[src/mem_map_pkg.sv]
`default_nettype none

package mem_map_pkg;

	// Top address nibble selects the region.
	typedef enum logic [3:0] {
		reg_dmem = 4'b0001,
		reg_imem = 4'b0010,
		reg_both = 4'b0011, // Stores hit both RAMs and loads read dmem.
		reg_bios = 4'b0100,
		reg_io   = 4'b1000
	} region_t;

	localparam int dmem_words = 1024;
	localparam int imem_words = 1024;
	localparam int word_idx_w = $clog2((dmem_words > imem_words) ? dmem_words : imem_words);

	localparam int bios_words = 16;
	localparam int bios_idx_w = $clog2(bios_words);

	// Byte offsets inside the I/O region.
	localparam logic [27:0] io_cycle_ofs = 28'h10;
	localparam logic [27:0] io_instr_ofs = 28'h14;
	localparam logic [27:0] io_clear_ofs = 28'h18;

	typedef union packed {
		struct packed {
			region_t     region;
			logic [27:0] offset;
		} map;
		struct packed {
			logic [1:0]  unused;
			logic [27:0] word;
			logic [1:0]  byte_ofs;
		} mem;
	} mem_addr_u;

endpackage

`default_nettype wire
[src/bios_rom.sv]
`default_nettype none

module bios_rom
	import mem_map_pkg::*;
(
	input  wire logic                  clk,
	input  wire logic [bios_idx_w-1:0] addr_a,
	input  wire logic [bios_idx_w-1:0] addr_b,
	output logic [31:0]                data_a,
	output logic [31:0]                data_b
);

	// Small copy loop from dmem into imem, then jump.
	function automatic logic [31:0] rom_word(input logic [bios_idx_w-1:0] idx);
		logic [31:0] w;
		case (idx)
			4'd0:    w = 32'h0000_0013;
			4'd1:    w = 32'h1000_00b7;
			4'd2:    w = 32'h2000_0137;
			4'd3:    w = 32'h0000_0193;
			4'd4:    w = 32'h4000_0237;
			4'd5:    w = 32'h0000_a283;
			4'd6:    w = 32'h0051_2023;
			4'd7:    w = 32'h0040_8093;
			4'd8:    w = 32'h0041_0113;
			4'd9:    w = 32'h0011_8193;
			4'd10:   w = 32'h0400_0313;
			4'd11:   w = 32'hfe61_c6e3;
			4'd12:   w = 32'h2000_0067;
			4'd13:   w = 32'h0000_006f; // Spin if the jump falls through.
			4'd14:   w = 32'h0000_0013;
			default: w = 32'hdead_beef;
		endcase
		return w;
	endfunction

	always_ff @(posedge clk) begin
		data_a <= rom_word(addr_a);
		data_b <= rom_word(addr_b);
	end

endmodule

`default_nettype wire

[config.mk]
export PLATFORM = sky130hd
export DESIGN_NAME = bios_rom
export DESIGN_NICKNAME = d
export VERILOG_FILES = /design/src/mem_map_pkg.sv /design/src/bios_rom.sv
export SDC_FILE = /design/constraint.sdc
export NUM_CORES = 1
export LEC_CHECK = 0
export BUFFER_PORTS_ARGS = -buffer_cell sky130_fd_sc_hd__buf_2
export CAP_MARGIN = 20
export CELL_PAD_IN_SITES_DETAIL_PLACEMENT = 0
export CELL_PAD_IN_SITES_GLOBAL_PLACEMENT = 1
export CORE_ASPECT_RATIO = 0.75
export CORE_MARGIN = 3
export CORE_UTILIZATION = 34
export CTS_BUF_LIST = sky130_fd_sc_hd__clkbuf_16
export DETAILED_ROUTE_END_ITERATION = 8
export GPL_TIMING_DRIVEN = 1
export HOLD_SLACK_MARGIN = 0.08
export PLACE_DENSITY_LB_ADDON = 0.1
export SLEW_MARGIN = 20
export SYNTH_ARGS = -nofsm -noshare
export SYNTH_HDL_FRONTEND = slang
export SYNTH_SLANG_ARGS = --single-unit
[constraint.sdc]
create_clock -name clk -period 1.8 [get_ports clk]
set_clock_uncertainty 0.2 [all_clocks]
set_input_delay 0.27 -clock clk [delete_from_list [all_inputs] [get_ports clk]]
set_output_delay 0.27 -clock clk [all_outputs]
set_load 0.05 [all_outputs]
==> metrics.txt, run 1 <==
# TYPE chip_impl_metric gauge
chip_impl_metric{name="netlist_area",unit="um2"} 1677
chip_impl_metric{name="ant_nets",unit=""} 0
chip_impl_metric{name="setup_ws",unit="ns"} 0.3993
chip_impl_metric{name="die_width",unit="um"} 87.09
chip_impl_metric{name="cts_resized",unit=""} 0
chip_impl_metric{name="postCtsSetupRepairBufs",unit=""} 0
chip_impl_metric{name="place_worst_setup_slack",unit="ns"} 0.1693
chip_impl_metric{name="synth_seq_area_share",unit=""} 0.4776
chip_impl_metric{name="synth-compound-area-share",unit=""} 0.1500
chip_impl_metric{name="power.static_leakage",unit="nW"} 1.080
chip_impl_metric{name="hpwlAfterDp",unit="um"} 2573
chip_impl_info{name="worst_path_max_delay_cell",value="sky130_fd_sc_hd__dfxtp_1"} 1
chip_impl_metric{name="internal_power",unit="mW"} 1.696
chip_impl_metric{name="clock_path_buffers",unit=""} 2
chip_impl_metric{name="global_route_wire_length_before_repair",unit="um"} 5416
chip_impl_metric{name="synth-adder-area-share",unit=""} 0.07463
chip_impl_metric{name="post-route-min-period",unit="ns"} 1.401
chip_impl_metric{name="totalNegativeSetupSlack",unit="ns"} 0
chip_impl_metric{name="area_growth",unit="%"} 20.60
chip_impl_metric{name="first_iter_violations",unit=""} 75
chip_impl_metric{name="yosys.area_share.xor_xnor",unit=""} 0
chip_impl_metric{name="gr-usage-all-layers",unit=""} 0.1217
chip_impl_metric{name="nNetsFinal",unit=""} 240
chip_impl_metric{name="max_cap_violations",unit=""} 0
chip_impl_info{name="yosys_most_used_dff",value="sky130_fd_sc_hd__dfxtp_1"} 1
chip_impl_metric{name="total_count_of_max_transition_violations_in_the_final_report",unit=""} 0
chip_impl_metric{name="synthesis.yosys.warnings",unit=""} 0
chip_impl_info{name="cts_tree",value="done"} 1
chip_impl_info{name="dominant_combinational_cell_family_by_area_after_synthesis",value="buffers and inverters"} 1
chip_impl_info{name="timing.critical_path.max_delay_family",value="flip-flops"} 1
chip_impl_metric{name="power.combinational.fraction",unit=""} 0.213
chip_impl_metric{name="synth-simple-area-share",unit=""} 0.1082
chip_impl_info{name="timing.critical_path.cells",value="buf_2"} 1
chip_impl_info{name="cts_root_buf",value="sky130_fd_sc_hd__clkbuf_16"} 1
chip_impl_metric{name="htreeDepth",unit=""} 2
chip_impl_info{name="rsz0062_at_grt",value="no"} 1
chip_impl_metric{name="proportion_of_register_bits_with_asynchronous_set_or_reset_after_synthesis",unit=""} 0
chip_impl_metric{name="cts.hold.buffers_added",unit=""} 0
chip_impl_metric{name="start_util",unit=""} 0.3646
chip_impl_metric{name="critPathArrivalTime",unit="ns"} 0.93
chip_impl_metric{name="cts.sink_count",unit=""} 40
chip_impl_metric{name="grt-ovfl-total",unit=""} 0
chip_impl_metric{name="io_pins",unit=""} 73
chip_impl_metric{name="synth_top_area_share",unit=""} 0.4776
chip_impl_metric{name="crit_path_max_fanout",unit=""} 5
chip_impl_metric{name="core_region_area",unit="um2"} 4598
chip_impl_metric{name="crit_cells",unit=""} 1
chip_impl_metric{name="avgViaCountPerCell",unit=""} 4.366
chip_impl_metric{name="swShare",unit=""} 0.3062
chip_impl_metric{name="buf_inv_on_cp",unit=""} 1
chip_impl_metric{name="initial_antenna_violation_count",unit=""} 0
chip_impl_info{name="worst_setup_path_endpoint",value="data_a[31]"} 1
chip_impl_info{name="timing.critical_path.from_type",value="flop"} 1
chip_impl_metric{name="vias_in_the_first_global_route",unit=""} 1098
chip_impl_metric{name="post_synth_num_cell_types",unit=""} 32
chip_impl_metric{name="drt_pre_antenna_iters",unit=""} 4
chip_impl_metric{name="share_clk_of_total_power",unit=""} 0.393
chip_impl_metric{name="final.period_utilization",unit=""} 0.7781
chip_impl_metric{name="placementRows",unit=""} 21
chip_impl_info{name="hp-start",value="addr_b[3]"} 1
chip_impl_metric{name="hold_viol",unit=""} 0
chip_impl_metric{name="routedWlPerCell",unit="um"} 12.29
chip_impl_info{name="cp-end-kind",value="output port"} 1
chip_impl_metric{name="power_density",unit="nW/um2"} 1209
chip_impl_metric{name="timing.critical_path.slowest_cell_delay",unit="ns"} 0.37
chip_impl_info{name="netlist.top_cell.by_area",value="sky130_fd_sc_hd__dfxtp_1"} 1
chip_impl_metric{name="detailroute.via_count",unit=""} 1218
chip_impl_metric{name="post-route-drc-count",unit=""} 0
chip_impl_metric{name="numPortBuffers",unit=""} 64
chip_impl_metric{name="finalSetupViolCount",unit=""} 0
chip_impl_metric{name="post_synth_mux_area_share",unit=""} 0.02388
chip_impl_metric{name="cts_buffers",unit=""} 5
chip_impl_metric{name="achievable-frequency",unit="MHz"} 713.9
chip_impl_metric{name="die_area",unit="um2"} 5819
chip_impl_metric{name="average_footprint_of_a_synthesized_cell",unit="um2"} 9.581
chip_impl_metric{name="die_height",unit="um"} 66.82
chip_impl_metric{name="final.fill_count",unit=""} 449
chip_impl_metric{name="synthCells",unit=""} 175
chip_impl_metric{name="maximum_number_of_pins_on_one_net_before_global_route_repair",unit=""} 19
chip_impl_info{name="result_of_the_run",value="finished clean"} 1
chip_impl_metric{name="layout-drive-gt1-share",unit=""} 0.3604
chip_impl_info{name="min_path_type",value="in -> reg"} 1
chip_impl_metric{name="finalWirelength",unit="um"} 3430
chip_impl_metric{name="clkSlewWorstSetupHoldPaths",unit="ns"} 0.06
chip_impl_info{name="cp-startpoint",value="data_a[27]"} 1
chip_impl_metric{name="vdd.ir_drop.worst",unit="mV"} 0.6508
chip_impl_info{name="ys_top_cells_by_area",value="sky130_fd_sc_hd__dfxtp_1 (48%), sky130_fd_sc_hd__buf_4 (12%), sky130_fd_sc_hd__ha_1 (7.5%)"} 1
chip_impl_metric{name="switching_power",unit="mW"} 0.7485
chip_impl_metric{name="place.gp.congestion",unit=""} 0.8156
chip_impl_info{name="worst-setup-path-type",value="reg -> out"} 1
chip_impl_metric{name="antenna_cells",unit=""} 0
chip_impl_metric{name="share_seq_of_total_power",unit=""} 0.394
chip_impl_metric{name="required",unit="ns"} 1.33
chip_impl_metric{name="ys_seq_elements",unit=""} 40
chip_impl_metric{name="synth-edff-count",unit=""} 0
## area by class of cell
| cell class | instances | area (um2) | area share |
|---|---|---|---|
| sequential | 40 | 800.8 | 0.3960 |
| clock inverter | 3 | 38.79 | 0.01918 |
| timing repair buffer | 64 | 320.3 | 0.1584 |
| multi-input combinational | 100 | 628.1 | 0.3106 |
| clock buffer | 5 | 125.1 | 0.06188 |
| inverter | 10 | 37.54 | 0.01856 |
| tap | 57 | 71.32 | 0.03527 |
## cells by family after synthesis
family,after synthesis
AOI/OAI and AO/OA,39
adders and majority gates,10
buffers and inverters,41
DFF,40
muxes,4
other,2
and+or+nand+nor,39
## flip-flops by register name, summed over array words and instances (netlist names)
name	count
data_b	20
data_a	20
## power by group through the flow
stage                     combinational, mW  sequential (mW)  clock [mW]
after floorplan                       0.227             1.20           0
after global placement                0.525            0.979           0
after detailed placement              0.521            0.981           0
after CTS                             0.523            0.963       0.984
after global routing                  0.553            0.969        1.03
final                                 0.521            0.962       0.962
## cell usage in the layout, fill, tap and decap left out, drive strengths merged, types with 2 or more instances in the layout
cell / synthesis / final
o21ai: 14 / 14
inv: 10 / 11
a21o: 3 / 3
a31o: 2 / 2
o211ai: 3 / 3
conb: 2 / 8
clkbuf: 1 / 5
nand3: 4 / 4
dfxtp: 40 / 40
buf: 30 / 64
o22ai: 2 / 2
nand2b: 4 / 4
nor2b: 3 / 3
nand2: 18 / 18
mux2i: 4 / 4
nor2: 9 / 9
a21boi: 4 / 4
ha: 10 / 10
a21oi: 8 / 8
## cell usage after synthesis, drive strengths merged, types with 4 or more instances
library cell and number:
ha 10, dfxtp 40, nand3 4, buf 30, a21oi 8, nand2 18
o21ai 14, inv 10, nand2b 4, nor2 9, a21boi 4, mux2i 4
## worst min path at each step
stage,to,slack (ns),cells past startpoint
finish,data_b[2],0.12,2
global placement,data_b[9],0.39,2
global route,data_b[2],0.11,2
detailed placement,data_b[2],0.38,2
CTS,data_b[2],0.10,2
floorplan,data_b[9],0.17,1
## through the flow
stage / instances / area (um2) / hold WS, ns / total power [mW] / utilization
final: 279 / 2022 / 0.1179 / 2.445 / 0.4397
after CTS: 279 / 2022 / 0.1047 / 2.470 / 0.4397
after detailed placement: 271 / 1858 / 0.3819 / 1.503 / 0.4041
after floorplan: 181 / 1699 / 0.1665 / 1.426 / -
after global routing: 279 / 2022 / 0.1105 / 2.548 / 0.4397
after global placement: 271 / 1858 / 0.3903 / 1.504 / 0.4041
## layer usage
layer  vias up  track usage  share of wire
met5         -            0              0
met4         0      0.03502         0.0073
met3         4      0.04326          0.097
met2        58       0.1525           0.36
met1       524       0.1874           0.53
li1        632            -              -
(Power assumes the default switching activity.)
==> run 2, diff against run 1 <==
--- a/config.mk
+++ b/config.mk
@@ -5,13 +5,14 @@
 export SDC_FILE = /design/constraint.sdc
 export NUM_CORES = 1
 export LEC_CHECK = 0
+export ABC_AREA = 1
 export BUFFER_PORTS_ARGS = -buffer_cell sky130_fd_sc_hd__buf_2
 export CAP_MARGIN = 20
 export CELL_PAD_IN_SITES_DETAIL_PLACEMENT = 0
 export CELL_PAD_IN_SITES_GLOBAL_PLACEMENT = 1
 export CORE_ASPECT_RATIO = 0.75
 export CORE_MARGIN = 3
-export CORE_UTILIZATION = 34
+export CORE_UTILIZATION = 33
 export CTS_BUF_LIST = sky130_fd_sc_hd__clkbuf_16
 export DETAILED_ROUTE_END_ITERATION = 8
 export GPL_TIMING_DRIVEN = 1
==> constraint.sdc (replaced) <==
create_clock -name clk -period 1.44 [get_ports clk]
set_clock_uncertainty 0.2 [all_clocks]
set_input_delay 0.216 -clock clk [delete_from_list [all_inputs] [get_ports clk]]
set_output_delay 0.216 -clock clk [all_outputs]
set_load 0.05 [all_outputs]
==> metrics.txt, run 2 <==
# TYPE chip_impl_metric gauge
chip_impl_metric{name="core_region_area",unit="um2"} 4955
chip_impl_metric{name="hpwlAfterDp",unit="um"} 2620
chip_impl_metric{name="cts.hold.buffers_added",unit=""} 4
chip_impl_metric{name="timing.critical_path.slowest_cell_delay",unit="ns"} 0.36
chip_impl_metric{name="synth-edff-count",unit=""} 0
chip_impl_info{name="most-common-layout-cells",value="sky130_fd_sc_hd__buf_2 (64), sky130_fd_sc_hd__nand2_1 (44), sky130_fd_sc_hd__dfxtp_1 (40)"} 1
chip_impl_metric{name="achievable-frequency",unit="MHz"} 750.4
chip_impl_metric{name="htreeDepth",unit=""} 2
chip_impl_metric{name="vdd.ir_drop.worst",unit="mV"} 0.5127
chip_impl_metric{name="netlist_area",unit="um2"} 1707
chip_impl_info{name="post-synth-top-count-cell",value="sky130_fd_sc_hd__nand2_1"} 1
chip_impl_info{name="synth.cells.most_frequent",value="sky130_fd_sc_hd__nand2_1 (44), sky130_fd_sc_hd__dfxtp_1 (40), sky130_fd_sc_hd__nand3_1 (30)"} 1
chip_impl_metric{name="synthesis.yosys.warnings",unit=""} 0
chip_impl_metric{name="power.combinational.fraction",unit=""} 0.220
chip_impl_metric{name="max_cap_violations",unit=""} 0
chip_impl_metric{name="finalSetupViolCount",unit=""} 0
chip_impl_info{name="cp-end-kind",value="output port"} 1
chip_impl_metric{name="die_width",unit="um"} 89.04
chip_impl_metric{name="power_density",unit="nW/um2"} 1458
chip_impl_metric{name="post-route-drc-count",unit=""} 0
chip_impl_metric{name="average_footprint_of_a_synthesized_cell",unit="um2"} 8.576
chip_impl_metric{name="placementRows",unit=""} 22
chip_impl_metric{name="global_route_wire_length_before_repair",unit="um"} 5382
chip_impl_info{name="cts_root_buf",value="sky130_fd_sc_hd__clkbuf_16"} 1
chip_impl_metric{name="postCtsSetupRepairBufs",unit=""} 0
chip_impl_metric{name="cts.sink_count",unit=""} 40
chip_impl_metric{name="finalPower",unit="mW"} 3.082
chip_impl_info{name="min_path_type",value="in -> reg"} 1
chip_impl_metric{name="multi_input_area",unit="um2"} 598.1
chip_impl_metric{name="post-route-min-period",unit="ns"} 1.333
chip_impl_info{name="cts_tree",value="done"} 1
chip_impl_metric{name="gr-usage-all-layers",unit=""} 0.1181
chip_impl_metric{name="ys_seq_elements",unit=""} 40
chip_impl_metric{name="nNetsFinal",unit=""} 273
chip_impl_metric{name="required",unit="ns"} 1.02
chip_impl_metric{name="critPathArrivalTime",unit="ns"} 0.92
chip_impl_metric{name="routedWlPerCell",unit="um"} 10.93
chip_impl_metric{name="antenna_cells",unit=""} 0
chip_impl_metric{name="vias_in_the_first_global_route",unit=""} 1087
chip_impl_info{name="timing.critical_path.from_type",value="flop"} 1
chip_impl_info{name="yosys_most_used_dff",value="sky130_fd_sc_hd__dfxtp_1"} 1
chip_impl_info{name="result_of_the_run",value="finished clean"} 1
chip_impl_metric{name="synthCells",unit=""} 199
chip_impl_metric{name="swShare",unit=""} 0.3093
chip_impl_metric{name="detailroute.via_count",unit=""} 1324
chip_impl_info{name="ys_top_cells_by_area",value="sky130_fd_sc_hd__dfxtp_1 (47%), sky130_fd_sc_hd__buf_4 (11%), sky130_fd_sc_hd__nand2_1 (9.7%)"} 1
chip_impl_metric{name="switching_power",unit="mW"} 0.9533
chip_impl_info{name="worst_path_max_delay_cell",value="sky130_fd_sc_hd__dfxtp_1"} 1
chip_impl_metric{name="drt_pre_antenna_iters",unit=""} 4
chip_impl_metric{name="clkSlewWorstSetupHoldPaths",unit="ns"} 0.05
chip_impl_info{name="most_common_library_cell_in_the_layout_ignoring_fill_and_taps",value="sky130_fd_sc_hd__buf_2"} 1
chip_impl_metric{name="totalNegativeSetupSlack",unit="ns"} 0
chip_impl_metric{name="first_iter_violations",unit=""} 35
chip_impl_metric{name="cts_buffers",unit=""} 5
chip_impl_info{name="largestRegisters",value="data_a (20), data_b (20)"} 1
chip_impl_metric{name="avgViaCountPerCell",unit=""} 4.203
chip_impl_info{name="timing.critical_path.cells",value="buf_2"} 1
chip_impl_info{name="worst-setup-path-type",value="reg -> out"} 1
chip_impl_info{name="rsz0062_at_grt",value="no"} 1
chip_impl_metric{name="total_count_of_max_transition_violations_in_the_final_report",unit=""} 0
chip_impl_metric{name="io_pins",unit=""} 73
chip_impl_metric{name="start_util",unit=""} 0.3444
chip_impl_metric{name="final.fill_count",unit=""} 509
chip_impl_metric{name="die_height",unit="um"} 68.28
chip_impl_metric{name="setup_ws",unit="ns"} 0.1075
chip_impl_metric{name="post_synth_num_cell_types",unit=""} 17
chip_impl_metric{name="ant_nets",unit=""} 0
chip_impl_metric{name="area_growth",unit="%"} 23.90
chip_impl_metric{name="place.gp.congestion",unit=""} 0.8118
chip_impl_info{name="timing.critical_path.max_delay_family",value="flip-flops"} 1
chip_impl_metric{name="proportion_of_register_bits_with_asynchronous_set_or_reset_after_synthesis",unit=""} 0
chip_impl_metric{name="place_worst_setup_slack",unit="ns"} 0.09273
chip_impl_metric{name="die_area",unit="um2"} 6080
chip_impl_metric{name="share_clk_of_total_power",unit=""} 0.390
chip_impl_metric{name="area.sequential",unit="um2"} 800.8
chip_impl_metric{name="hold_ws",unit="ns"} 0.09000
chip_impl_metric{name="power.static_leakage",unit="nW"} 1.237
chip_impl_metric{name="finalWirelength",unit="um"} 3443
chip_impl_metric{name="grt-ovfl-total",unit=""} 0
chip_impl_metric{name="cts_resized",unit=""} 0
chip_impl_metric{name="clock_path_buffers",unit=""} 2
chip_impl_info{name="netlist.top_cell.by_area",value="sky130_fd_sc_hd__dfxtp_1"} 1
chip_impl_metric{name="internal_power",unit="mW"} 2.129
chip_impl_metric{name="crit_path_max_fanout",unit=""} 5
chip_impl_metric{name="final.period_utilization",unit=""} 0.9254
chip_impl_metric{name="synth_top_area_share",unit=""} 0.4692
chip_impl_metric{name="hold_viol",unit=""} 0
chip_impl_metric{name="share_seq_of_total_power",unit=""} 0.390
chip_impl_metric{name="synth_seq_area_share",unit=""} 0.4692
chip_impl_metric{name="buf_inv_on_cp",unit=""} 1
chip_impl_metric{name="numPortBuffers",unit=""} 64
chip_impl_metric{name="initial_antenna_violation_count",unit=""} 0
chip_impl_metric{name="layout-drive-gt1-share",unit=""} 0.3608
chip_impl_metric{name="maximum_number_of_pins_on_one_net_before_global_route_repair",unit=""} 14
-- run 2: cell types whose count changed after synthesis, moves of 4 or more --
| cell | previous run | this run |
|---|---|---|
| sky130_fd_sc_hd__inv_1 | 6 | 15 |
| sky130_fd_sc_hd__nand3_1 | 4 | 30 |
| sky130_fd_sc_hd__nand2b_1 | 4 | 0 |
| sky130_fd_sc_hd__nand2_1 | 16 | 44 |
| sky130_fd_sc_hd__nor2_1 | 9 | 3 |
| sky130_fd_sc_hd__o21ai_0 | 9 | 3 |
| sky130_fd_sc_hd__a21oi_1 | 7 | 1 |
| sky130_fd_sc_hd__mux2i_1 | 4 | 0 |
| sky130_fd_sc_hd__nand2_2 | 1 | 6 |
-- run 2: routing by layer --
layer  vias up  GRT usage  part of all wire
li1        701          -                 -
met2        61     0.1444              0.35
met3         5    0.04452              0.10
met1       557     0.1816              0.54
met5         -          0                 0
met4         0    0.03903             0.011
-- run 2: path summary, 6_finish.rpt --
kind	slack, ns	cells past startpoint	endpoint	start
hold / removal	0.09	2	data_a[8]	addr_a[2]
setup / recovery	0.11	1	data_a[31]	data_a[27]
-- run 2: final cells by class --
cell class                      count  area share
Multi-Input combinational cell    114      0.2828
Clock inverter                      3     0.01834
Inverter                           21     0.04083
Clock buffer                        5     0.05917
Sequential cell                    40      0.3787
Tap cell                           60     0.03550
Timing Repair Buffer               72      0.1846
-- run 2: cells by family (layout without fill, tap and decap cells) --
family,Yosys count,count (layout),share of synthesized area
other,2,8,0.004400
and+or+nand+nor,85,85,0.2207
AOI/OAI and AO/OA,11,11,0.03885
DFF,40,40,0.4692
buffers and inverters,51,101,0.1935
adders and majority gates,10,10,0.07331
-- run 2: stage by stage --
stage | instances | area (um2) | utilization
after floorplan | 205 | 1729 | -
after global placement | 303 | 1911 | 0.3856
after detailed placement | 303 | 1911 | 0.3856
after CTS | 315 | 2115 | 0.4268
after global routing | 315 | 2115 | 0.4268
final | 315 | 2115 | 0.4268
-- run 2: power by group through the flow --
stage | Clock [mW] | Sequential, mW | Combinational [mW]
final | 1.20 | 1.20 | 0.678
after global routing | 1.30 | 1.21 | 0.722
after CTS | 1.24 | 1.20 | 0.681
after detailed placement | 0 | 1.23 | 0.671
after global placement | 0 | 1.23 | 0.676
after floorplan | 0 | 1.51 | 0.293
==> run 3, diff against run 2 <==
--- a/config.mk
+++ b/config.mk
@@ -11,7 +11,6 @@
 export CELL_PAD_IN_SITES_DETAIL_PLACEMENT = 0
 export CELL_PAD_IN_SITES_GLOBAL_PLACEMENT = 1
 export CORE_ASPECT_RATIO = 0.75
-export CORE_MARGIN = 3
 export CORE_UTILIZATION = 33
 export CTS_BUF_LIST = sky130_fd_sc_hd__clkbuf_16
 export DETAILED_ROUTE_END_ITERATION = 8
==> metrics.txt, run 3 (synthesized netlist as in run 2, its figures left out) <==
# TYPE chip_impl_metric gauge
chip_impl_info{name="result_of_the_run",value="finished clean"} 1
chip_impl_info{name="cts_tree",value="done"} 1
chip_impl_metric{name="numPortBuffers",unit=""} 64
chip_impl_metric{name="nNetsFinal",unit=""} 275
chip_impl_metric{name="swShare",unit=""} 0.3098
chip_impl_metric{name="io_pins",unit=""} 73
chip_impl_info{name="rsz0062_at_grt",value="no"} 1
chip_impl_metric{name="ant_nets",unit=""} 0
chip_impl_metric{name="maximum_number_of_pins_on_one_net_before_global_route_repair",unit=""} 14
chip_impl_metric{name="timing.critical_path.slowest_cell_delay",unit="ns"} 0.53
chip_impl_metric{name="placementRows",unit=""} 22
chip_impl_info{name="most-common-layout-cells",value="sky130_fd_sc_hd__buf_2 (63), sky130_fd_sc_hd__nand2_1 (44), sky130_fd_sc_hd__dfxtp_1 (40)"} 1
chip_impl_metric{name="routedWlPerCell",unit="um"} 10.71
chip_impl_info{name="worst_path_max_delay_cell",value="sky130_fd_sc_hd__dlygate4sd3_1"} 1
chip_impl_metric{name="total_count_of_max_transition_violations_in_the_final_report",unit=""} 0
chip_impl_info{name="worst-setup-path-type",value="in -> reg"} 1
chip_impl_metric{name="final_core_utilization",unit=""} 0.4347
chip_impl_metric{name="global_route_wire_length_before_repair",unit="um"} 5492
chip_impl_metric{name="die_height",unit="um"} 64.28
chip_impl_metric{name="hpwlAfterDp",unit="um"} 2503
chip_impl_metric{name="antenna_cells",unit=""} 0
chip_impl_metric{name="max_cap_violations",unit=""} 0
chip_impl_metric{name="post-route-drc-count",unit=""} 0
chip_impl_metric{name="place.gp.congestion",unit=""} 0.7154
chip_impl_metric{name="required",unit="ns"} 1.43
chip_impl_metric{name="final_design_area_no_fill",unit="um2"} 2142
chip_impl_metric{name="detailroute.via_count",unit=""} 1320
chip_impl_metric{name="final.period_utilization",unit=""} 0.9711
chip_impl_info{name="timing.critical_path.cells",value="dlygate4sd3_1 -> clkbuf_4 -> inv_4 -> nand2_1 -> o21ai_0"} 1
chip_impl_metric{name="final.fill_count",unit=""} 529
chip_impl_metric{name="htreeDepth",unit=""} 2
chip_impl_metric{name="postCtsSetupRepairBufs",unit=""} 0
chip_impl_info{name="min_path_type",value="in -> reg"} 1
chip_impl_metric{name="hold_ws",unit="ns"} 0.09601
chip_impl_info{name="largestRegisters",value="data_a (20), data_b (20)"} 1
chip_impl_metric{name="clkSlewWorstSetupHoldPaths",unit="ns"} 0.05
chip_impl_metric{name="switching_power",unit="mW"} 0.9578
chip_impl_metric{name="achievable-frequency",unit="MHz"} 715.1
chip_impl_metric{name="cts_buffers",unit=""} 5
chip_impl_metric{name="power.static_leakage",unit="nW"} 1.255
chip_impl_metric{name="power.combinational.fraction",unit=""} 0.222
chip_impl_metric{name="layout-drive-gt1-share",unit=""} 0.3580
chip_impl_metric{name="die_area",unit="um2"} 5466
chip_impl_metric{name="hold_viol",unit=""} 0
chip_impl_metric{name="totalNegativeSetupSlack",unit="ns"} 0
chip_impl_info{name="cp-end-kind",value="flop"} 1
chip_impl_metric{name="finalSetupViolCount",unit=""} 0
chip_impl_metric{name="first_iter_violations",unit=""} 77
chip_impl_metric{name="finalWirelength",unit="um"} 3396
chip_impl_metric{name="clock_path_buffers",unit=""} 2
chip_impl_metric{name="initial_antenna_violation_count",unit=""} 0
chip_impl_metric{name="crit_path_max_fanout",unit=""} 10
chip_impl_metric{name="power_density",unit="nW/um2"} 1443
chip_impl_info{name="timing.critical_path.max_delay_family",value="buffers and inverters"} 1
chip_impl_metric{name="gr-usage-all-layers",unit=""} 0.1320
chip_impl_metric{name="grt-ovfl-total",unit=""} 0
chip_impl_metric{name="vias_in_the_first_global_route",unit=""} 1124
chip_impl_metric{name="vdd.ir_drop.worst",unit="mV"} 0.4128
chip_impl_info{name="cts_root_buf",value="sky130_fd_sc_hd__clkbuf_16"} 1
chip_impl_metric{name="start_util",unit=""} 0.3464
chip_impl_metric{name="share_clk_of_total_power",unit=""} 0.389
chip_impl_info{name="most_common_library_cell_in_the_layout_ignoring_fill_and_taps",value="sky130_fd_sc_hd__buf_2"} 1
chip_impl_metric{name="drt_pre_antenna_iters",unit=""} 4
chip_impl_metric{name="internal_power",unit="mW"} 2.134
chip_impl_metric{name="cts.sink_count",unit=""} 40
chip_impl_info{name="timing.critical_path.from_type",value="input pin"} 1
chip_impl_metric{name="die_width",unit="um"} 85.04
chip_impl_metric{name="buf_inv_on_cp",unit=""} 3
chip_impl_metric{name="area_growth",unit="%"} 25.51
chip_impl_metric{name="critPathArrivalTime",unit="ns"} 1.38
chip_impl_metric{name="share_seq_of_total_power",unit=""} 0.389
chip_impl_metric{name="avgViaCountPerCell",unit=""} 4.164
chip_impl_metric{name="dpl_cell_area",unit="um2"} 1911
chip_impl_metric{name="core_region_area",unit="um2"} 4927
chip_impl_metric{name="post-route-min-period",unit="ns"} 1.398
run 3: worst paths after layout:
| check | start | cells after the start | slack [ns] | end |
|---|---|---|---|---|
| worst max-delay path | addr_a[2] | 5 | 0.04 | data_a[28] |
| worst min-delay path | addr_b[2] | 3 | 0.1 | data_b[3] |
run 3: power groups by stage:
stage	Clock [mW]	Combinational (mW)	Sequential, mW
5_1_grt	1.30	0.730	1.21
2_1_floorplan	0	0.293	1.51
3_3_place_gp	0	0.674	1.23
3_5_place_dp	0	0.670	1.23
6_report	1.20	0.686	1.20
4_1_cts	1.24	0.685	1.20
run 3: stage by stage:
step                setup WS, ns  instances  power [mW]
CTS                      0.05631        317       3.127
detailed placement       0.03045        303       1.897
floorplan                0.07044        205       1.801
global placement         0.07190        303       1.903
global route           0.0007916        317       3.244
finish                   0.04155        317       3.092
run 3: area by class of cell:
class                   instances  area [um2]  share of cell area
repair buffers                 74       412.9              0.1928
well taps                      60       75.07             0.03505
inverters                      21       86.33             0.04030
multi-input cells             114       603.1              0.2815
clock buffers                   5       125.1             0.05841
flip-flops and latches         40       800.8              0.3738
clock inverters                 3       38.79             0.01811
run 3: metal layers:
metal | wire length (um) | up-vias | GRT usage
li1 | - | 704 | -
met1 | 1969 | 559 | 0.2076
met2 | 1166 | 55 | 0.1633
met3 | 242 | 2 | 0.04264
met4 | 18 | 0 | 0.03814
met5 | 0 | - | 0
run 3: repair_timing:
item | 4_1_cts | 5_1_grt
endpoints found under the hold margin | 4 | 0
hold buffers | 6 | 0
setup endpoints to repair | 0 | 9
resized for setup | 0 | 2
